**src/warp_core_defines.svh**
```systemverilog
`ifndef WARP_CORE_DEFINES_SVH
`define WARP_CORE_DEFINES_SVH

// Lanes per warp and warp count
`define WC_THREADS 4
`define WC_WARPS 4
`define WC_WID_W $clog2(`WC_WARPS)

// Lane data width and register index width
`define WC_XLEN 32
`define WC_NR_BITS 5

// Instruction tag and retired counter widths
`define WC_UUID_W 8
`define WC_INSTRET_W 32

`endif

```
**src/warp_core_pkg.sv**
```systemverilog
`include "warp_core_defines.svh"

package warp_core_pkg;

    typedef enum logic [2:0] {
        OP_ADD  = 3'd0,
        OP_SUB  = 3'd1,
        OP_AND  = 3'd2,
        OP_XOR  = 3'd3,
        OP_LANE = 3'd4,
        OP_HALT = 3'd5
    } op_t;

    // Request from decode to an execution unit
    typedef struct packed {
        logic [`WC_UUID_W-1:0]               uuid;
        logic [`WC_WID_W-1:0]                wid;
        logic [`WC_THREADS-1:0]              tmask;
        logic [`WC_NR_BITS-1:0]              rd;
        logic                                wb;
        logic                                eop;
        op_t                                 op;
        logic [`WC_THREADS-1:0][`WC_XLEN-1:0] rs1;
        logic [`WC_THREADS-1:0][`WC_XLEN-1:0] rs2;
    } exec_req_t;

    // Result from a unit to commit
    typedef struct packed {
        logic [`WC_UUID_W-1:0]               uuid;
        logic [`WC_WID_W-1:0]                wid;
        logic [`WC_THREADS-1:0]              tmask;
        logic [`WC_NR_BITS-1:0]              rd;
        logic                                wb;
        logic                                eop;
        logic                                halt;
        logic [`WC_THREADS-1:0][`WC_XLEN-1:0] data;
    } commit_t;

endpackage

```
**src/pipe_stage.sv**
```systemverilog
`timescale 1ns/1ps

module pipe_stage #(
    parameter type payload_t = logic
) (
    input  logic     clk,
    input  logic     reset,
    input  logic     in_valid,
    output logic     in_ready,
    input  payload_t in_data,
    output logic     out_valid,
    input  logic     out_ready,
    output payload_t out_data
);
    logic     valid_q;
    payload_t data_q;

    // Accept when empty or when the held item leaves this cycle
    assign in_ready = !valid_q || out_ready;

    always_ff @(posedge clk) begin
        if (reset) begin
            valid_q <= 1'b0;
        end else if (in_valid && in_ready) begin
            valid_q <= 1'b1;
        end else if (out_ready) begin
            valid_q <= 1'b0;
        end
    end

    always_ff @(posedge clk) begin
        if (in_valid && in_ready) begin
            data_q <= in_data;
        end
    end

    assign out_valid = valid_q;
    assign out_data  = data_q;

endmodule

```
**src/commit_arb.sv**
```systemverilog
`timescale 1ns/1ps

module commit_arb #(
    parameter type payload_t = logic
) (
    input  logic       clk,
    input  logic       reset,
    input  logic [1:0] in_valid,
    output logic [1:0] in_ready,
    input  payload_t   in_data [2],
    output logic       out_valid,
    input  logic       out_ready,
    output payload_t   out_data
);
    logic     valid_q;
    payload_t data_q;
    logic     prio;
    logic     sel;
    logic     slot_free;
    logic     fire;

    assign slot_free = !valid_q || out_ready;

    // Priority input wins only when both request
    always_comb begin
        if (in_valid[0] && in_valid[1]) begin
            sel = prio;
        end else begin
            sel = in_valid[1];
        end
    end

    assign in_ready[0] = slot_free && !sel;
    assign in_ready[1] = slot_free && sel;
    assign fire        = |(in_valid & in_ready);

    always_ff @(posedge clk) begin
        if (reset) begin
            valid_q <= 1'b0;
            prio    <= 1'b0;
        end else if (fire) begin
            valid_q <= 1'b1;
            prio    <= !sel;
        end else if (out_ready) begin
            valid_q <= 1'b0;
        end
    end

    always_ff @(posedge clk) begin
        if (fire) begin
            data_q <= in_data[sel];
        end
    end

    assign out_valid = valid_q;
    assign out_data  = data_q;

endmodule

```
**src/warp_decode.sv**
```systemverilog
`timescale 1ns/1ps
`include "warp_core_defines.svh"

module warp_decode (
    input  logic                                  clk,
    input  logic                                  reset,
    input  logic                                  in_valid,
    output logic                                  in_ready,
    input  warp_core_pkg::op_t                    in_op,
    input  logic [`WC_WID_W-1:0]                  in_wid,
    input  logic [`WC_THREADS-1:0]                in_tmask,
    input  logic [`WC_NR_BITS-1:0]                in_rd,
    input  logic                                  in_eop,
    input  logic [`WC_UUID_W-1:0]                 in_uuid,
    input  logic [`WC_THREADS-1:0][`WC_XLEN-1:0]  in_rs1,
    input  logic [`WC_THREADS-1:0][`WC_XLEN-1:0]  in_rs2,
    output logic                                  alu_req_valid,
    input  logic                                  alu_req_ready,
    output warp_core_pkg::exec_req_t              alu_req,
    output logic                                  sfu_req_valid,
    input  logic                                  sfu_req_ready,
    output warp_core_pkg::exec_req_t              sfu_req
);
    import warp_core_pkg::*;

    exec_req_t req_in;
    exec_req_t req_q;
    logic      req_q_valid;
    logic      req_q_ready;
    logic      to_sfu;

    always_comb begin
        req_in.uuid  = in_uuid;
        req_in.wid   = in_wid;
        req_in.tmask = in_tmask;
        req_in.rd    = in_rd;
        // Halts retire without a register write and always close the packet
        req_in.wb    = (in_rd != '0) && (in_op != OP_HALT);
        req_in.eop   = in_eop || (in_op == OP_HALT);
        req_in.op    = in_op;
        req_in.rs1   = in_rs1;
        req_in.rs2   = in_rs2;
    end

    pipe_stage #(
        .payload_t (exec_req_t)
    ) u_stage (
        .clk       (clk),
        .reset     (reset),
        .in_valid  (in_valid),
        .in_ready  (in_ready),
        .in_data   (req_in),
        .out_valid (req_q_valid),
        .out_ready (req_q_ready),
        .out_data  (req_q)
    );

    // Unit select from the registered op
    assign to_sfu = (req_q.op == OP_LANE) || (req_q.op == OP_HALT);

    assign alu_req_valid = req_q_valid && !to_sfu;
    assign sfu_req_valid = req_q_valid && to_sfu;
    assign req_q_ready   = to_sfu ? sfu_req_ready : alu_req_ready;

    assign alu_req = req_q;
    assign sfu_req = req_q;

endmodule

```
**src/warp_alu.sv**
```systemverilog
`timescale 1ns/1ps
`include "warp_core_defines.svh"

module warp_alu (
    input  logic                     clk,
    input  logic                     reset,
    input  logic                     req_valid,
    output logic                     req_ready,
    input  warp_core_pkg::exec_req_t req,
    output logic                     commit_valid,
    input  logic                     commit_ready,
    output warp_core_pkg::commit_t   commit
);
    import warp_core_pkg::*;

    commit_t result;

    always_comb begin
        result.uuid  = req.uuid;
        result.wid   = req.wid;
        result.tmask = req.tmask;
        result.rd    = req.rd;
        result.wb    = req.wb;
        result.eop   = req.eop;
        result.halt  = 1'b0;
        for (int i = 0; i < `WC_THREADS; i++) begin
            if (!req.tmask[i]) begin
                result.data[i] = '0;
            end else begin
                case (req.op)
                    OP_ADD:  result.data[i] = req.rs1[i] + req.rs2[i];
                    OP_SUB:  result.data[i] = req.rs1[i] - req.rs2[i];
                    OP_AND:  result.data[i] = req.rs1[i] & req.rs2[i];
                    OP_XOR:  result.data[i] = req.rs1[i] ^ req.rs2[i];
                    default: result.data[i] = '0;
                endcase
            end
        end
    end

    // Single result register toward commit
    pipe_stage #(
        .payload_t (commit_t)
    ) u_stage (
        .clk       (clk),
        .reset     (reset),
        .in_valid  (req_valid),
        .in_ready  (req_ready),
        .in_data   (result),
        .out_valid (commit_valid),
        .out_ready (commit_ready),
        .out_data  (commit)
    );

endmodule

```
**src/warp_sfu.sv**
```systemverilog
`timescale 1ns/1ps
`include "warp_core_defines.svh"

module warp_sfu (
    input  logic                     clk,
    input  logic                     reset,
    input  logic                     req_valid,
    output logic                     req_ready,
    input  warp_core_pkg::exec_req_t req,
    output logic                     commit_valid,
    input  logic                     commit_ready,
    output warp_core_pkg::commit_t   commit
);
    import warp_core_pkg::*;

    localparam int LATENCY = 3;

    exec_req_t  req_q;
    logic       busy;
    logic [1:0] count;

    // One item at a time
    assign req_ready = !busy;

    always_ff @(posedge clk) begin
        if (reset) begin
            busy  <= 1'b0;
            count <= '0;
        end else if (req_valid && req_ready) begin
            busy  <= 1'b1;
            count <= 2'(LATENCY - 1);
        end else if (commit_valid && commit_ready) begin
            busy <= 1'b0;
        end else if (busy && (count != '0)) begin
            count <= count - 2'd1;
        end
    end

    always_ff @(posedge clk) begin
        if (req_valid && req_ready) begin
            req_q <= req;
        end
    end

    // Result held until commit takes it
    assign commit_valid = busy && (count == '0);

    always_comb begin
        commit.uuid  = req_q.uuid;
        commit.wid   = req_q.wid;
        commit.tmask = req_q.tmask;
        commit.rd    = req_q.rd;
        commit.wb    = req_q.wb;
        commit.eop   = req_q.eop;
        commit.halt  = (req_q.op == OP_HALT);
        for (int i = 0; i < `WC_THREADS; i++) begin
            // Global thread id of the lane
            if (req_q.tmask[i] && (req_q.op == OP_LANE)) begin
                commit.data[i] = `WC_XLEN'(req_q.wid) * `WC_XLEN'(`WC_THREADS)
                               + `WC_XLEN'(i);
            end else begin
                commit.data[i] = '0;
            end
        end
    end

endmodule

```
**src/warp_commit.sv**
```systemverilog
`timescale 1ns/1ps
`include "warp_core_defines.svh"

module warp_commit (
    input  logic                                 clk,
    input  logic                                 reset,
    input  logic                                 alu_commit_valid,
    output logic                                 alu_commit_ready,
    input  warp_core_pkg::commit_t               alu_commit,
    input  logic                                 sfu_commit_valid,
    output logic                                 sfu_commit_ready,
    input  warp_core_pkg::commit_t               sfu_commit,
    output logic                                 wb_valid,
    output logic [`WC_UUID_W-1:0]                wb_uuid,
    output logic [`WC_WID_W-1:0]                 wb_wid,
    output logic [`WC_THREADS-1:0]               wb_tmask,
    output logic [`WC_NR_BITS-1:0]               wb_rd,
    output logic [`WC_THREADS-1:0][`WC_XLEN-1:0] wb_data,
    output logic                                 committed,
    output logic [`WC_WID_W-1:0]                 committed_wid,
    output logic                                 halt,
    output logic [`WC_INSTRET_W-1:0]             instret
);
    import warp_core_pkg::*;

    localparam int SIZE_W = $clog2(`WC_THREADS + 1);

    logic [1:0]        arb_in_ready;
    logic              arb_valid;
    commit_t           arb_data;
    logic              commit_fire;
    logic [SIZE_W-1:0] commit_size;
    logic              fire_r;
    logic [SIZE_W-1:0] size_r;

    commit_arb #(
        .payload_t (commit_t)
    ) u_arb (
        .clk       (clk),
        .reset     (reset),
        .in_valid  ({sfu_commit_valid, alu_commit_valid}),
        .in_ready  (arb_in_ready),
        .in_data   ('{alu_commit, sfu_commit}),
        .out_valid (arb_valid),
        .out_ready (1'b1),
        .out_data  (arb_data)
    );

    assign alu_commit_ready = arb_in_ready[0];
    assign sfu_commit_ready = arb_in_ready[1];

    // Commit never stalls
    assign commit_fire = arb_valid;

    assign wb_valid = arb_valid && arb_data.wb;
    assign wb_uuid  = arb_data.uuid;
    assign wb_wid   = arb_data.wid;
    assign wb_tmask = arb_data.tmask;
    assign wb_rd    = arb_data.rd;
    assign wb_data  = arb_data.data;

    // Scheduler report
    always_ff @(posedge clk) begin
        if (reset) begin
            committed <= 1'b0;
            halt      <= 1'b0;
        end else begin
            committed <= commit_fire && arb_data.eop;
            halt      <= commit_fire && arb_data.halt;
        end
    end

    always_ff @(posedge clk) begin
        committed_wid <= arb_data.wid;
    end

    // Active lanes of the committing instruction
    always_comb begin
        commit_size = '0;
        for (int i = 0; i < `WC_THREADS; i++) begin
            commit_size = commit_size + SIZE_W'(arb_data.tmask[i]);
        end
    end

    always_ff @(posedge clk) begin
        if (reset) begin
            fire_r <= 1'b0;
        end else begin
            fire_r <= commit_fire;
        end
    end

    always_ff @(posedge clk) begin
        size_r <= commit_size;
    end

    always_ff @(posedge clk) begin
        if (reset) begin
            instret <= '0;
        end else if (fire_r) begin
            instret <= instret + `WC_INSTRET_W'(size_r);
        end
    end

endmodule

```
**src/warp_core_top.sv**
```systemverilog
`timescale 1ns/1ps
`include "warp_core_defines.svh"

module warp_core_top (
    input  logic                                 clk,
    input  logic                                 reset,
    input  logic                                 in_valid,
    output logic                                 in_ready,
    input  warp_core_pkg::op_t                   in_op,
    input  logic [`WC_WID_W-1:0]                 in_wid,
    input  logic [`WC_THREADS-1:0]               in_tmask,
    input  logic [`WC_NR_BITS-1:0]               in_rd,
    input  logic                                 in_eop,
    input  logic [`WC_UUID_W-1:0]                in_uuid,
    input  logic [`WC_THREADS-1:0][`WC_XLEN-1:0] in_rs1,
    input  logic [`WC_THREADS-1:0][`WC_XLEN-1:0] in_rs2,
    output logic                                 wb_valid,
    output logic [`WC_UUID_W-1:0]                wb_uuid,
    output logic [`WC_WID_W-1:0]                 wb_wid,
    output logic [`WC_THREADS-1:0]               wb_tmask,
    output logic [`WC_NR_BITS-1:0]               wb_rd,
    output logic [`WC_THREADS-1:0][`WC_XLEN-1:0] wb_data,
    output logic                                 committed,
    output logic [`WC_WID_W-1:0]                 committed_wid,
    output logic                                 halt,
    output logic [`WC_INSTRET_W-1:0]             instret
);
    import warp_core_pkg::*;

    logic      alu_req_valid;
    logic      alu_req_ready;
    exec_req_t alu_req;
    logic      sfu_req_valid;
    logic      sfu_req_ready;
    exec_req_t sfu_req;
    logic      alu_commit_valid;
    logic      alu_commit_ready;
    commit_t   alu_commit;
    logic      sfu_commit_valid;
    logic      sfu_commit_ready;
    commit_t   sfu_commit;

    warp_decode u_decode (
        .clk           (clk),
        .reset         (reset),
        .in_valid      (in_valid),
        .in_ready      (in_ready),
        .in_op         (in_op),
        .in_wid        (in_wid),
        .in_tmask      (in_tmask),
        .in_rd         (in_rd),
        .in_eop        (in_eop),
        .in_uuid       (in_uuid),
        .in_rs1        (in_rs1),
        .in_rs2        (in_rs2),
        .alu_req_valid (alu_req_valid),
        .alu_req_ready (alu_req_ready),
        .alu_req       (alu_req),
        .sfu_req_valid (sfu_req_valid),
        .sfu_req_ready (sfu_req_ready),
        .sfu_req       (sfu_req)
    );

    warp_alu u_alu (
        .clk          (clk),
        .reset        (reset),
        .req_valid    (alu_req_valid),
        .req_ready    (alu_req_ready),
        .req          (alu_req),
        .commit_valid (alu_commit_valid),
        .commit_ready (alu_commit_ready),
        .commit       (alu_commit)
    );

    warp_sfu u_sfu (
        .clk          (clk),
        .reset        (reset),
        .req_valid    (sfu_req_valid),
        .req_ready    (sfu_req_ready),
        .req          (sfu_req),
        .commit_valid (sfu_commit_valid),
        .commit_ready (sfu_commit_ready),
        .commit       (sfu_commit)
    );

    warp_commit u_commit (
        .clk              (clk),
        .reset            (reset),
        .alu_commit_valid (alu_commit_valid),
        .alu_commit_ready (alu_commit_ready),
        .alu_commit       (alu_commit),
        .sfu_commit_valid (sfu_commit_valid),
        .sfu_commit_ready (sfu_commit_ready),
        .sfu_commit       (sfu_commit),
        .wb_valid         (wb_valid),
        .wb_uuid          (wb_uuid),
        .wb_wid           (wb_wid),
        .wb_tmask         (wb_tmask),
        .wb_rd            (wb_rd),
        .wb_data          (wb_data),
        .committed        (committed),
        .committed_wid    (committed_wid),
        .halt             (halt),
        .instret          (instret)
    );

endmodule

```
**config.mk**
```make
export PLATFORM = sky130hd
export DESIGN_NAME = warp_core_top
export DESIGN_NICKNAME = d
export VERILOG_FILES = /design/src/warp_core_pkg.sv /design/src/pipe_stage.sv /design/src/commit_arb.sv /design/src/warp_decode.sv /design/src/warp_alu.sv /design/src/warp_sfu.sv /design/src/warp_commit.sv /design/src/warp_core_top.sv
export VERILOG_INCLUDE_DIRS = /design/src /design/src/src
export SDC_FILE = /design/constraint.sdc
export NUM_CORES = 1
export LEC_CHECK = 0
export BUFFER_PORTS_ARGS = -buffer_cell sky130_fd_sc_hd__buf_2
export CAP_MARGIN = 20
export CORE_MARGIN = 4
export CORE_UTILIZATION = 53
export DETAILED_ROUTE_END_ITERATION = 8
export PLACE_DENSITY = 0.76
export SYNTH_ARGS = -nofsm -noshare
export SYNTH_HDL_FRONTEND = slang
export SYNTH_SLANG_ARGS = --single-unit
```
**constraint.sdc**
```tcl
create_clock -name clk -period 7.3 [get_ports clk]
set_input_delay 0.365 -clock clk [delete_from_list [all_inputs] [get_ports clk]]
set_output_delay 0.365 -clock clk [all_outputs]
set_load 0.01 [all_outputs]
```
; ---- Word level (Yosys, flattened, before mapping)
; Cells that the tools add are included.
[word_totals]
inputBits = 282
elab_cells = 155
regBits = 650
out_inout_bits = 185
[classes]
n_mux = 23
add_sub_neg = 16
bitwise = 11
n_eq_ne = 11
n_reduce_logical = 37
order_cmp = 1
[ops]
columns = cell, count
row1 = 32-bit case mux with 4 select lines, 4
row2 = 150-bit 2-to-1 mux, 3
row3 = 32-bit adder, 4
row4 = 32-bit bitwise AND, 4
row5 = 32-bit subtractor, 4
row6 = 32-bit bitwise XOR, 4
row7 = 32-bit 2-to-1 mux, 3
row8 = 32-bit by 3-bit adder with 32-bit output, 1
row9 = 1-bit logical AND, 17
row10 = 3-bit equality test (second input constant), 5
row11 = 4-bit by 2-bit adder with 5-bit output (second input constant), 2
row12 = 1-bit 2-to-1 mux, 9
row13 = 2-bit nonzero test, 4
row14 = 3-bit by 1-bit adder with 3-bit output, 2
row15 = 3-bit by 2-bit equality test with 1-bit output (second input constant), 2
row16 = 2-bit 2-to-1 mux, 3
row17 = 4-bit by 1-bit adder with 5-bit output (second input constant), 1
row18 = 1-bit logical NOT, 5
row19 = 5-bit nonzero test, 1
row20 = 1-bit logical OR, 4
row21 = 4-bit 2-to-1 mux, 1
row22 = 2-bit != test (second input constant), 2
row23 = 2-bit AND reduction, 2
row24 = 2-bit OR reduction, 2
row25 = 10 further kinds, 10

; ---- Logic depth before layout (Yosys ltp)
[logic_depth]
depth_word = 10
ltp_mapped = 22
depth_no_buf = 22

; ---- Modules after synthesis
; Synthesis repeated with hierarchy kept, for this count alone.
[hier_totals]
hier_cells = 3267
area_unflattened_um2 = 38316.7
[modules_own_cells]
columns = mod, n_inst, cells_each, area_each_um2, seq_area_each_um2
row1 = warp_alu, 1, 1802, 12809.8, 0.0
row2 = pipe_stage at u_decode.u_stage, 1, 285, 8463.1, 8428.1
row3 = commit_arb, 1, 329, 6431.2, 4544.4
row4 = pipe_stage at u_alu.u_stage, 1, 155, 4559.4, 4524.3
row5 = warp_decode, 1, 289, 2160.8, 0.0
row6 = warp_sfu, 1, 196, 2004.4, 780.7
row7 = warp_commit, 1, 211, 1888.1, 800.8

; ---- Worst setup path before layout
; No wires, ideal clock.
[synth_path]
kind = register to register
startpoint = reg u_decode.u_stage.data_q, in the netlist u_decode.u_stage.out_data[257]
endpoint = reg u_decode.u_stage.data_q, in the netlist u_decode.u_stage.out_data[0] (enable)
slack_ns = -0.898
setup_time_ns = 0.679
path_stages_with_launch = 6
t_arrival_ns = 7.519
required_ns = 6.621
period_less_slack_ns = 8.198
path_buffers = 1
path_cell_list = edfxtp_1 -> clkbuf_1 -> nand2b_1 -> mux2i_1 -> nand2_1 -> and2_1
[synth_via]
elab_chain_len = 5
word_cells_on_any_way = 6
cone_classes = eq/ne (2) / mux (1) / reduce/logical (3)
[synth_lines]
columns = item, line
row1 = from (decl), pipe_stage.sv:16  ; payload_t data_q;
row2 = from (signal assigned), pipe_stage.sv:33  ; data_q <= in_data;
row3 = 3-bit equality test, warp_decode.sv:59  ; assign to_sfu = (req_q.op == OP_LANE) || (req_q.op == OP_HALT);
row4 = 1-bit logical OR (*), warp_decode.sv:59
row5 = 1-bit 2-to-1 mux (*), warp_decode.sv:63  ; assign req_q_ready = to_sfu ? sfu_req_ready : alu_req_ready;
row6 = 1-bit logical OR (*), pipe_stage.sv:19  ; assign in_ready = !valid_q || out_ready;
row7 = via in_ready, warp_core_top.sv:8  ; output logic in_ready,
row8 = 1-bit logical AND (*), pipe_stage.sv:32  ; if (in_valid && in_ready) begin
; The timed path passes the listed nets; every way through them passes the cells marked *.
; A chain may end at the register's enable or synchronous reset.

; ---- Final worst setup path
[layout_path]
startpoint = reg u_decode.u_stage.data_q, in the netlist u_decode.u_stage.out_data[258]
endpoint = reg u_alu.u_stage.data_q, in the netlist u_alu.u_stage.out_data[27] (data pin)
[layout_via]
elab_chain_len = 2
word_cells_on_any_way = 5
cone_classes = eq/ne (3) / mux (1) / reduce/logical (1)
[layout_lines]
columns = item, line
row1 = 3-bit by 2-bit equality test with 1-bit output (tied with other cells), warp_alu.sv:30  ; case (req.op)
row2 = 32-bit case mux with 4 select lines (*), warp_alu.sv:30
row3 = to (signal assigned), pipe_stage.sv:33
row4 = to (decl), pipe_stage.sv:16
; Every way passes the cells marked *; elsewhere a longest branch is shown, timed or not.

==> results.json <==
{
  "start_util_pct": 53.8,
  "cp.arrival_ps": 5520,
  "hp-class": "primary input to register",
  "drive_gt1_share_pct": 18.0,
  "drv_cap": 0,
  "track_usage_pct": 27.2,
  "coreArea_sq_um": 64700,
  "critical_path.top_delay_family": "compound AO/OA/AOI/OAI gates",
  "drc": 0,
  "dp.cells": 4015,
  "hpwl_um": 66500,
  "synth.area.mux_share_pct": 0.280,
  "io_pins": 467,
  "synth_nets": 3475,
  "rsz0062_at_grt": "no",
  "clk_pin_slew_worst_paths_ps": 60,
  "antenna_found_initial": 9,
  "die_area_sq_um": 69900,
  "firstDrtPassIters": 7,
  "vias_per_cell": 5.93,
  "p_comb_share_pct": 16.6,
  "antenna_left": 0,
  "p_leak_uw": 0.0169,
  "setup_viol": 0,
  "path_buf_inv": 1,
  "final_cell_mix": "edfxtp_1 (603), buf_2 (466), dlygate4sd3_1 (276)",
  "die_h_um": 264,
  "worst_slew_pin_slew_ps": 1110,
  "switching_share_pct": 26.0,
  "cp_slowest_cell": "and2_2",
  "mostFrequentLayoutCell": "edfxtp_1",
  "hold_viol": 0,
  "cp-end-kind": "register",
  "cp_cell_sequence": "nor2_4 > and2_2 > buf_4 > nor2_1 > xnor2_1 > ha_1 > o21a_1 > o31a_1 > o22ai_1 > a21oi_1 > a22oi_1 > a21boi_1 > a31oi_1 > xnor2_1 > a222oi_1 > nor2_1",
  "p_sw_uw": 2530,
  "slew_headroom_pct": 25.7,
  "period_share_pct": 71.2,
  "max_stage_delay_ps": 710,
  "irDropWorstVdd_mv": 0.195,
  "power.share.sequential_pct": 45.2,
  "cts_tree": "built",
  "postSynthAreaPerCell_sq_um": 11.9,
  "fin_tns_setup_ps": 0,
  "vias": 26200,
  "drt_wl_total_um": 98100,
  "async_flop_share_pct": 0,
  "synthSimpleGateAreaFrac_pct": 11.8,
  "internal-power_uw": 7200,
  "cts_buffers": 71,
  "io_buffer_count": 466,
  "crit_fanout": 32,
  "fin_hold_ws_ps": 41.6,
  "synth_flop_cell": "edfxtp_1",
  "cp_data_required_time_ps": 7630,
  "die_w_um": 264,
  "critPathKind": "register to register",
  "finalClockSkew_ps": 24.7,
  "critPathLaunchType": "register",
  "routabilityCongestion": 0.915,
  "htreeDepth": 3,
  "clkPwrFrac_pct": 38.2,
  "maxSlewViolCount": 0,
  "placementRows": 93,
  "syn_area_sq_um": 34800,
  "insertion_delay_ps": 610,
  "clockRootBuffer": "clkbuf_16",
  "status": "complete, no violations",
  "synth_fa_ha_area_share_pct": 9.76,
  "grt_start_max_net_pins": 154,
  "synth_compound_area_share_pct": 12.3,
  "flow.area_growth_from_synthesis_pct": 20.9,
  "synth-xor-area-share_pct": 6.29,
  "cts_sinks": 650,
  "synth_edf_count": 603,
  "final_cells": 4424,
  "grt_remaining_overflow": 0,
  "nFillCells": 4726,
  "synth_warnings": 0,
  "powerDensity_nw_per_um2": 231,
  "ys_seq_area_share_pct": 54.7,
  "cts_buffer_depth": 3,
  "ys_types": 86,
  "grt_pass1_vias": 26500,
  "ys_ff_latch": 650,
  "drt_iter0_drc": 2896,
  "grt_pass1_wl_um": 151000,
  "synth_top_family_by_area": "compound AO/OA/AOI/OAI gates",
  "final_nets": 4059,
  "avgRoutedWirePerCell_um": 22.2,
  "max_freq_mhz": 192,
  "period_needed_ps": 5200,
  "netlist_instances": 2925
}
[cell usage after synthesis (all sizes together) (9+ instances only)]
cell type,instances,area share [%]
and2,130,2.3
nand2b,20,0.36
xor2,115,2.9
nor4,14,0.31
nor2b,25,0.45
nor2,255,2.8
nand4,23,0.47
inv,54,0.58
o21a,18,0.39
o31ai,25,0.59
o22ai,23,0.41
nand2,189,2.1
nor3b,10,0.23
o211ai,9,0.19
o21bai,12,0.26
a222oi,89,2.6
and3,26,0.48
xnor2,135,3.4
nand3,25,0.36
a21o,61,1.3
a31oi,17,0.31
edfxtp,603,52
ha,262,9.4
buf,154,3.2
a22oi,27,0.58
clkbuf,97,1.1
o21ai,117,1.7
a211oi,13,0.29
nor3,38,0.57
a21oi,158,2.3
dfxtp,47,2.7
or3,24,0.43
[registers in the layout, indices dropped and copies added (netlist names), 3 cells and up]
| signal | cells |
|---|---|
| u_commit.instret | 32 |
| u_sfu.commit | 21 |
| u_alu.u_stage.out_data | 149 |
| u_commit.size_r | 3 |
| u_sfu.req_q | 3 |
| u_commit.u_arb.out_data | 150 |
| u_decode.u_stage.out_data | 280 |
[per-stage QoR]
stage / setup WS [ps] / util, % / power (uW) / cell area [sq um]
final: 2100 / 65.1 / 9730 / 42100
after global routing: 1800 / 65.1 / 10100 / 42100
after CTS: 2210 / 65.1 / 9720 / 42100
after detailed placement: 2230 / 57.1 / 5930 / 36900
after global placement: 2430 / 57.1 / 5900 / 36900
after floorplan: 2280 / - / 5530 / 34800
[kinds of logic after synthesis]
group / Yosys count
XOR/XNOR: 250
adder cells (fa/ha/maj): 268
AO/OA/AOI/OAI: 625
AND/OR/NAND/NOR: 817
flip-flops: 650
buffers and inverters: 306
multiplexers: 9
[worst paths after layout]
check	startpoint	end	slack [ps]	cells after the start
setup reg to reg	u_decode.u_stage.out_data[258]	u_alu.u_stage.out_data[27]	2100	16
setup / recovery	u_decode.u_stage.out_data[258]	u_alu.u_stage.out_data[27]	2100	16
hold / removal	in_op[2]	u_decode.u_stage.out_data[258]	40	1
hold reg to reg	u_commit.u_arb.out_data[141]	u_commit.committed_wid[1]	380	0
[layout make-up]
cell class | count | area [sq um] | share of cell area (%)
diodes | 4 | 10.0 | 0.0238
inverters | 54 | 203 | 0.481
multi-input cells | 1969 | 14100 | 33.5
clock buffers | 89 | 1950 | 4.63
flip-flops and latches | 650 | 19000 | 45.2
clock inverters | 40 | 443 | 1.05
well taps | 855 | 1070 | 2.54
repair buffers | 763 | 5270 | 12.5
[power groups by stage]
stage                     sequential [uW]  clock [uW]  combinational (uW)
after global placement               4470           0                1430
after global routing                 4410        3920                1780
after CTS                            4400        3730                1590
after floorplan                      4440           0                1090
final                                4400        3710                1620
after detailed placement             4470           0                1460
[timing repair]
| item | in CTS | in global routing |
|---|---|---|
| hold buffers | 276 | 0 |
| endpoints found under the hold margin | 276 | 0 |
| gates resized for setup | 0 | 0 |
| buffers inserted | 0 | 0 |
[per-layer routing]
layer  vias up  routed length [um]  track usage (%)
met3       258                7230             4.49
met2      1179               47300             45.9
li1      12000                   -                -
met1     12800               39300             35.3
met4         6                4150             11.1
met5         -                  41                0
[worst register-to-register path: stages, from the launching register on]
cell and delay [ps]:
edfxtp_1 650, nor2_4 210, and2_2 710, buf_4 500, nor2_1 110, xnor2_1 150
ha_1 360, o21a_1 160, o31a_1 190, o22ai_1 140, a21oi_1 460, a22oi_1 240
a21boi_1 320, a31oi_1 200, xnor2_1 160, a222oi_1 280, nor2_1 80
(Power assumes the default switching activity.)
